==> src/design/lsu_pkg.sv <==
package lsu_pkg;

    // bus widths
    typedef logic [31:0] addr_t;
    typedef logic [31:0] data_t;
    typedef logic [3:0]  strb_t;

    // load kinds, 0 means no load
    typedef enum logic [2:0] {
        ld_none = 3'd0,
        ld_lb   = 3'd1,
        ld_lbu  = 3'd2,
        ld_lh   = 3'd3,
        ld_lhu  = 3'd4,
        ld_lw   = 3'd5
    } ld_op_t;

    // store kinds
    typedef enum logic [1:0] {
        st_none = 2'd0,
        st_sb   = 2'd1,
        st_sh   = 2'd2,
        st_sw   = 2'd3
    } st_op_t;

    // master fsm of the load/store unit
    typedef enum logic [2:0] {
        idle,
        rd_addr,
        rd_data,
        wr_req,
        wr_resp
    } lsu_state_t;

    // on-chip sram, word addressed by addr[9:2]
    localparam int sram_words = 256;
    typedef logic [7:0] sram_idx_t;

    // slave latency in cycles
    localparam int ar_delay = 3;
    localparam int r_delay  = 7;
    localparam int w_delay  = 2;

endpackage

==> src/design/load_align.sv <==
module load_align (
    input  lsu_pkg::data_t  rdata,
    input  logic [1:0]      offset,
    input  lsu_pkg::ld_op_t op,
    output lsu_pkg::data_t  data
);
    import lsu_pkg::*;

    data_t shifted;

    // bring the addressed byte down to lane 0
    always_comb begin
        case (offset)
            2'd0: shifted = rdata;
            2'd1: shifted = rdata >> 8;
            2'd2: shifted = rdata >> 16;
            default: shifted = rdata >> 24;
        endcase
    end

    // extend according to the load kind
    always_comb begin
        case (op)
            ld_lb: begin
                data = {{24{shifted[7]}}, shifted[7:0]};
            end
            ld_lbu: begin
                data = {24'h0, shifted[7:0]};
            end
            ld_lh: begin
                data = {{16{shifted[15]}}, shifted[15:0]};
            end
            ld_lhu: begin
                data = {16'h0, shifted[15:0]};
            end
            ld_lw: begin
                data = shifted;
            end
            default: begin
                data = '0;
            end
        endcase
    end

endmodule

==> src/design/lsu.sv <==
module lsu (
    input  logic            clk,
    input  logic            rst,
    input  logic            ld_valid,
    input  lsu_pkg::ld_op_t ld_op,
    input  logic            st_valid,
    input  lsu_pkg::st_op_t st_op,
    input  lsu_pkg::addr_t  addr,
    input  lsu_pkg::data_t  st_data,
    output lsu_pkg::data_t  ld_data,
    output logic            ld_done,
    output logic            st_done,
    output logic            busy,
    output lsu_pkg::addr_t  araddr,
    output logic            arvalid,
    input  logic            arready,
    input  lsu_pkg::data_t  rdata,
    input  logic            rvalid,
    output logic            rready,
    output lsu_pkg::addr_t  awaddr,
    output logic            awvalid,
    input  logic            awready,
    output lsu_pkg::data_t  wdata,
    output lsu_pkg::strb_t  wstrb,
    output logic            wvalid,
    input  logic            wready,
    input  logic            bvalid,
    output logic            bready
);
    import lsu_pkg::*;

    lsu_state_t state;
    lsu_state_t state_next;

    // request captured at acceptance
    ld_op_t ld_op_q;
    st_op_t st_op_q;
    addr_t  addr_q;
    data_t  data_q;

    // write channels still waiting for their handshake
    logic aw_pend;
    logic w_pend;

    logic ld_start;
    logic st_start;
    logic aw_fire;
    logic w_fire;

    // loads win when both arrive together
    assign ld_start = (state == idle) && ld_valid && (ld_op != ld_none);
    assign st_start = (state == idle) && !ld_start && st_valid && (st_op != st_none);

    assign aw_fire = awvalid && awready;
    assign w_fire  = wvalid && wready;

    always_comb begin
        state_next = state;
        case (state)
            idle: begin
                if (ld_start) begin
                    state_next = rd_addr;
                end else if (st_start) begin
                    state_next = wr_req;
                end
            end
            rd_addr: begin
                if (arready) begin
                    state_next = rd_data;
                end
            end
            rd_data: begin
                if (rvalid) begin
                    state_next = idle;
                end
            end
            wr_req: begin
                // aw and w may complete in different cycles
                if ((!aw_pend || aw_fire) && (!w_pend || w_fire)) begin
                    state_next = wr_resp;
                end
            end
            wr_resp: begin
                if (bvalid) begin
                    state_next = idle;
                end
            end
            default: begin
                state_next = idle;
            end
        endcase
    end

    always_ff @(posedge clk) begin
        if (rst) begin
            state   <= idle;
            aw_pend <= 1'b0;
            w_pend  <= 1'b0;
        end else begin
            state <= state_next;
            if (st_start) begin
                aw_pend <= 1'b1;
            end else if (aw_fire) begin
                aw_pend <= 1'b0;
            end
            if (st_start) begin
                w_pend <= 1'b1;
            end else if (w_fire) begin
                w_pend <= 1'b0;
            end
        end
    end

    always_ff @(posedge clk) begin
        if (ld_start || st_start) begin
            addr_q <= addr;
        end
        if (ld_start) begin
            ld_op_q <= ld_op;
        end
        if (st_start) begin
            st_op_q <= st_op;
            data_q  <= st_data;
        end
    end

    // replicate store data into every lane, strobe picks the live ones
    always_comb begin
        case (st_op_q)
            st_sb: begin
                wdata = {4{data_q[7:0]}};
                wstrb = 4'b0001 << addr_q[1:0];
            end
            st_sh: begin
                wdata = {2{data_q[15:0]}};
                wstrb = 4'b0011 << {addr_q[1], 1'b0};
            end
            st_sw: begin
                wdata = data_q;
                wstrb = 4'b1111;
            end
            default: begin
                wdata = data_q;
                wstrb = 4'b0000;
            end
        endcase
    end

    // valids come from state only, never from ready
    assign araddr  = addr_q;
    assign arvalid = (state == rd_addr);
    assign rready  = (state == rd_data);
    assign awaddr  = addr_q;
    assign awvalid = (state == wr_req) && aw_pend;
    assign wvalid  = (state == wr_req) && w_pend;
    assign bready  = (state == wr_resp);

    assign ld_done = rready && rvalid;
    assign st_done = bready && bvalid;
    assign busy    = (state != idle);

    load_align u_load_align (
        .rdata  (rdata),
        .offset (addr_q[1:0]),
        .op     (ld_op_q),
        .data   (ld_data)
    );

endmodule

==> config.mk <==
export PLATFORM = sky130hd
export DESIGN_NAME = lsu
export DESIGN_NICKNAME = d
export VERILOG_FILES = /design/src/design/lsu_pkg.sv /design/src/design/load_align.sv /design/src/design/lsu.sv
export SDC_FILE = /design/constraint.sdc
export NUM_CORES = 1
export LEC_CHECK = 0
export ABC_AREA = 1
export ABC_CLOCK_PERIOD_IN_PS = 7930
export BUFFER_PORTS_ARGS = -buffer_cell sky130_fd_sc_hd__clkbuf_2
export CORE_MARGIN = 1.5
export CORE_UTILIZATION = 45
export DETAILED_ROUTE_END_ITERATION = 10
export GPL_ROUTABILITY_DRIVEN = 0
export GPL_TIMING_DRIVEN = 0
export PLACE_DENSITY = 0.93
export SKIP_CTS_REPAIR_TIMING = 1
export SLEW_MARGIN = 20
export SYNTH_ARGS = -nofsm -noshare
export SYNTH_HDL_FRONTEND = slang
export SYNTH_SLANG_ARGS = --single-unit
==> constraint.sdc <==
create_clock -name clk -period 7.93 [get_ports clk]
set_input_delay 0.3965 -clock clk [delete_from_list [all_inputs] [get_ports clk]]
set_output_delay 0.3965 -clock clk [all_outputs]
set_load 0.02 [all_outputs]
# == Word-level counts from Yosys, hierarchy flattened ==
# Cells that the tools add are included.
# totals
reg_bits,74
inputBits,110
out_inout_bits,140
elab_cells,69
# classes
n_eq_ne,19
n_shift,2
muxes,15
n_reduce_logical,26
# op_table
cell,n
$pmux 32 s5,1
$pmux 32 s3,1
$pmux 32 s2,1
$mux 3,6
$pmux 3 s5,1
$eq 3x2->1 const B,4
$logic_and 1x1->1,12
$pmux 4 s3,1
$eq 3x3->1 const B,3
$eq 2x2->1 const B,3
$eq 3x1->1 const B,2
$ne 2x2->1 const B,3
$reduce_bool 2->1,3
$reduce_bool 3->1,2
$reduce_and 5->1,1
$eq 2x1->1 const B,2
$mux 1,4
$shl 1x2->4 const A,1
$shl 2x2->4 const A,1
$logic_not 1->1,3
$logic_not 3->1,1
$logic_or 1x1->1,3
$ne 3x3->1 const B,1
$logic_not 2->1,1
$ne 2x1->1 const B,1

# == Longest topological paths before layout ==
# logic_depth
depth_word,10
ltp_mapped,9
depth_no_buf,9

# == Hierarchy ==
# From an unflattened synthesis, not the netlist that was laid out.
# unflattened
hier_cells,453
area_unflattened_um2,4105.2
# modules_own_cells
mod,n_inst,cells_each,area_per_inst_um2,seq_area_each_um2
lsu,1,274,3296.9,2172.1
load_align,1,179,808.3,0.0

# == Worst setup path before layout ==
# Ideal clock, no wire load.
# synth_path
kind,register to register
from,register state[1]
to,"register addr_q[0], in the netlist araddr[0], enable pin"
setup_ps,432
t_arrival_ps,2447
t_required_ps,7498
path_slack_ps,5051
stages_incl_launch_ff,5
path_buffers,1
period_less_slack_ps,2879
path_cell_list,dfxtp_1 > buf_2 > nor2_1 > nand2_1 > a21oi_1
# synth_between
elab_chain_cells,8
# synth_rtl
element,line_no,source
start: declaration,lsu.sv:32,lsu_state_t state;
start signal: assignment,lsu.sv:96,state <= idle;
start signal: assignment,lsu.sv:100,state <= state_next;
$logic_not 3->1 (*),"lsu.sv:51, lsu.sv:52",
$logic_and 1x1->1 (2 in series),lsu.sv:51,assign ld_start = (state == idle) && ld_valid && (ld_op != ld_none);
$logic_not 1->1,lsu.sv:52,assign st_start = (state == idle) && !ld_start && st_valid && (st_op != st_none);
$logic_and 1x1->1 (3 in series),lsu.sv:52,
$logic_or 1x1->1 (*),lsu.sv:115,if (ld_start || st_start) begin
end signal: assignment,lsu.sv:116,addr_q <= addr;
end: declaration,lsu.sv:38,addr_t addr_q;
# Every way passes the cells marked *; elsewhere a longest branch is shown, timed or not.
# A chain may end at the register's enable or synchronous reset.

# == Worst setup path after layout ==
# layout_path
from,"register addr_q[0], in the netlist araddr[0]"
to,output port ld_data[8]
# layout_between
elab_chain_cells,3
elab_cells_between_ends,5
cone_classes,2 x eq/ne; 2 x mux; 1 x reduce/logical
# layout_rtl
element,line_no,source
$eq 2x2->1 (tied with other cells),load_align.sv:13,case (offset)
$pmux 32 s3 (*),load_align.sv:13,
$pmux 32 s5 (*),load_align.sv:23,case (op)
end: declaration,lsu.sv:10,"output lsu_pkg::data_t ld_data,"
# Marks and branches as above.

==> flow_summary.yaml <==
status:
  outcome: "completed"
die:
  start_util: 0.4602
  ios: 250
  die_x_um: 97.21
  die_y_um: 97.21
  core_region_area_um2: 8678
  dieArea_um2: 9450
  core.rowCount: 34
clock_tree:
  cts.sinks: 74
  cts_tree: "built"
  htree_levels: 3
  clock_path_buffers: 2
  numCtsBuffers: 9
  clk_pin_slew_ns: 0.09
  root_buffer: "clkbuf_8"
  clock_latency_ns: 0.33
routing:
  num_vias: 3971
  post_drt_wl_per_cell_um: 15.70
  remaining_drc_errors: 0
  drt_iter0_markers: 126
  wirelength_um: 12250
  dr.pass1.iters: 4
  via_per_inst: 5.091
  antenna_left: 0
yosys:
  synthMuxAreaShare: 0
  synth_xor_area_frac: 0
  syn-cell-area_um2: 3994
  ys_seq_area_frac: 0.5439
  yosysTopAreaCell: "edfxtp_1"
  syn_inst: 406
  yosysTopAreaCellShare: 0.5188
  ys_types: 31
  synth_top_family_by_area: "buffers and inverters"
  synthAdderAreaFrac: 0.01253
  synth_area_leaders: "edfxtp_1, buf_4, inv_1, o21ai_0, nand2_1"
  syn_nets: 520
  synth_compound_area_frac: 0.1488
  synthSimpleGateAreaFrac: 0.1357
  ys_ff_latch: 74
  yosysWarnings: 0
  synth_area_per_cell_um2: 9.837
place:
  port-buffer-count: 249
  placed_cell_area_um2: 5414
  pre_cts_slack_ns: 5.663
  place.detailed.hpwl_um: 10030
critical_path:
  worstPathArrival_ns: 2.27
  cp_slowest_cell: "edfxtp_1"
  cpMostUsedCell: "nand2_1"
  critPathRequiredTime_ns: 7.53
  setup.worst_path.start_class: "flip-flop"
  worst-path-max-fanout: 10
  worstSetupPathType: "flip-flop to primary output"
  critPathCaptureType: "primary output"
  crit_chain: "buf_6 -> nand2_1 -> inv_1 -> nand2_1 -> nand3_1 -> buf_2 -> o21ai_0 -> clkbuf_2"
  critPathMaxStageDelay_ns: 0.47
timing:
  slew_viol_final: 0
  relSlewSlack: 0.3849
  grt_setup_unrepaired: "false"
  setup_viol: 0
  finalSetupTns_ns: 0
  timing.final.ws_setup_ns: 5.268
  finalHoldViolCount: 0
  clock_skew_ns: 0.01099
  fin_crit_ns: 2.662
  period_share: 0.3357
  fmaxAchievable_mhz: 375.6
  worst_slew_pin_slew_ns: 0.9131
finish:
  layout_common_cells: "clkbuf_2, edfxtp_1, inv_1"
  utilization: 0.6489
  layout.nets: 781
  final_cell_area_um2: 5632
  syn_to_final_growth_pct: 41.01
  drive_gt1_frac: 0.5030
  mostFrequentLayoutCell: "clkbuf_2"
  diodes: 0
power:
  power_density_nw_per_um2: 336.5
  ir_drop_v: 0.0002238
  leakagePower_nw: 2.952
global_route:
  grt_first_pass_wirelength_um: 18930
  grt_usage: 0.2522
  grt_max_degree: 35
  antenna_found_initial: 0
  overflow: 0
  grt_pass1_vias: 3955
run:
  cap_violations: 0
worst_hold_path:
  hold_path_class: "primary input to flip-flop"
path summary, 6_finish.rpt:
check                                            from                   end  slack (ns)  cells past startpoint
worst max-delay path              araddr[0]$_DFFE_PP_            ld_data[8]        5.27                      8
worst min-delay path                      st_data[22]  data_q[22]$_DFFE_PP_        0.23                      1
worst max register to register  state[1]$_SDFFE_PP0P_  data_q[24]$_DFFE_PP_        5.80                      7
worst min register to register   aw_pend$_SDFFE_PP0P_  aw_pend$_SDFFE_PP0P_        0.50                      2
worst max-delay path: cells and delay by family, from the launching register on:
| family | cells | cell delay (ns) |
|---|---|---|
| flops | 1 | 0.47 |
| simple gates | 3 | 0.58 |
| compound gates | 1 | 0.10 |
| buf+inv | 4 | 0.79 |
flip-flops by register name (all words and copies together) (netlist names):
| name | count |
|---|---|
| ld_op_q | 3 |
| st_op_q | 2 |
| w_pend | 1 |
| data_q | 32 |
| aw_pend | 1 |
| araddr | 32 |
| state | 3 |
stage by stage:
step | hold WS [ns] | cells | total power, W
after floorplan | 0.4590 | 406 | 0.001234
after global placement | 0.4761 | 763 | 0.001532
after detailed placement | 0.4885 | 764 | 0.001574
after CTS | 0.2161 | 780 | 0.001903
after global routing | 0.2062 | 780 | 0.001995
final | 0.2295 | 780 | 0.001895
cell type report:
type / instances / area [µm²]
fillers: 697 / 3047
flip-flops and latches: 74 / 2172
repair buffers: 250 / 1274
multi-input cells: 212 / 1197
plain buffers: 53 / 384.1
inverters: 67 / 251.5
well taps: 108 / 135.1
clock buffers: 10 / 127.6
clock inverters: 6 / 90.09
synthesized netlist by cell type, drive strengths merged:
cell type,n
a21oi,17
a221oi,8
a22o,3
a22oi,8
a31oi,3
and3,1
buf,49
clkbuf,4
dfxtp,5
edfxtp,69
ha,4
inv,67
nand2,47
nand3,24
nand4,4
nor2,30
nor3,3
nor4,1
o211ai,1
o21ai,41
o22ai,16
o31ai,1
routing by layer:
metal,GRT usage,vias to the layer above,part of all wire
li1,-,1891,-
met1,0.2922,1833,0.37
met2,0.4626,222,0.53
met3,0.04892,25,0.073
met4,0.09011,0,0.023
met5,0,-,0
kinds of logic (layout without fill, tap and decap cells):
kind of cell / count (synthesis) / count (layout)
buf+inv: 120 / 386
simple gates: 110 / 110
compound gates: 98 / 98
flops: 74 / 74
fa+ha+maj: 4 / 4
power by group:
group	internal (W)	switching [W]	leakage [nW]
clock	0.000179	0.000148	0.107
combinational	0.000332	0.000637	2.16
sequential	0.000550	0.0000488	0.690
total	0.00106	0.000833	2.95
(Power assumes the default switching activity.)
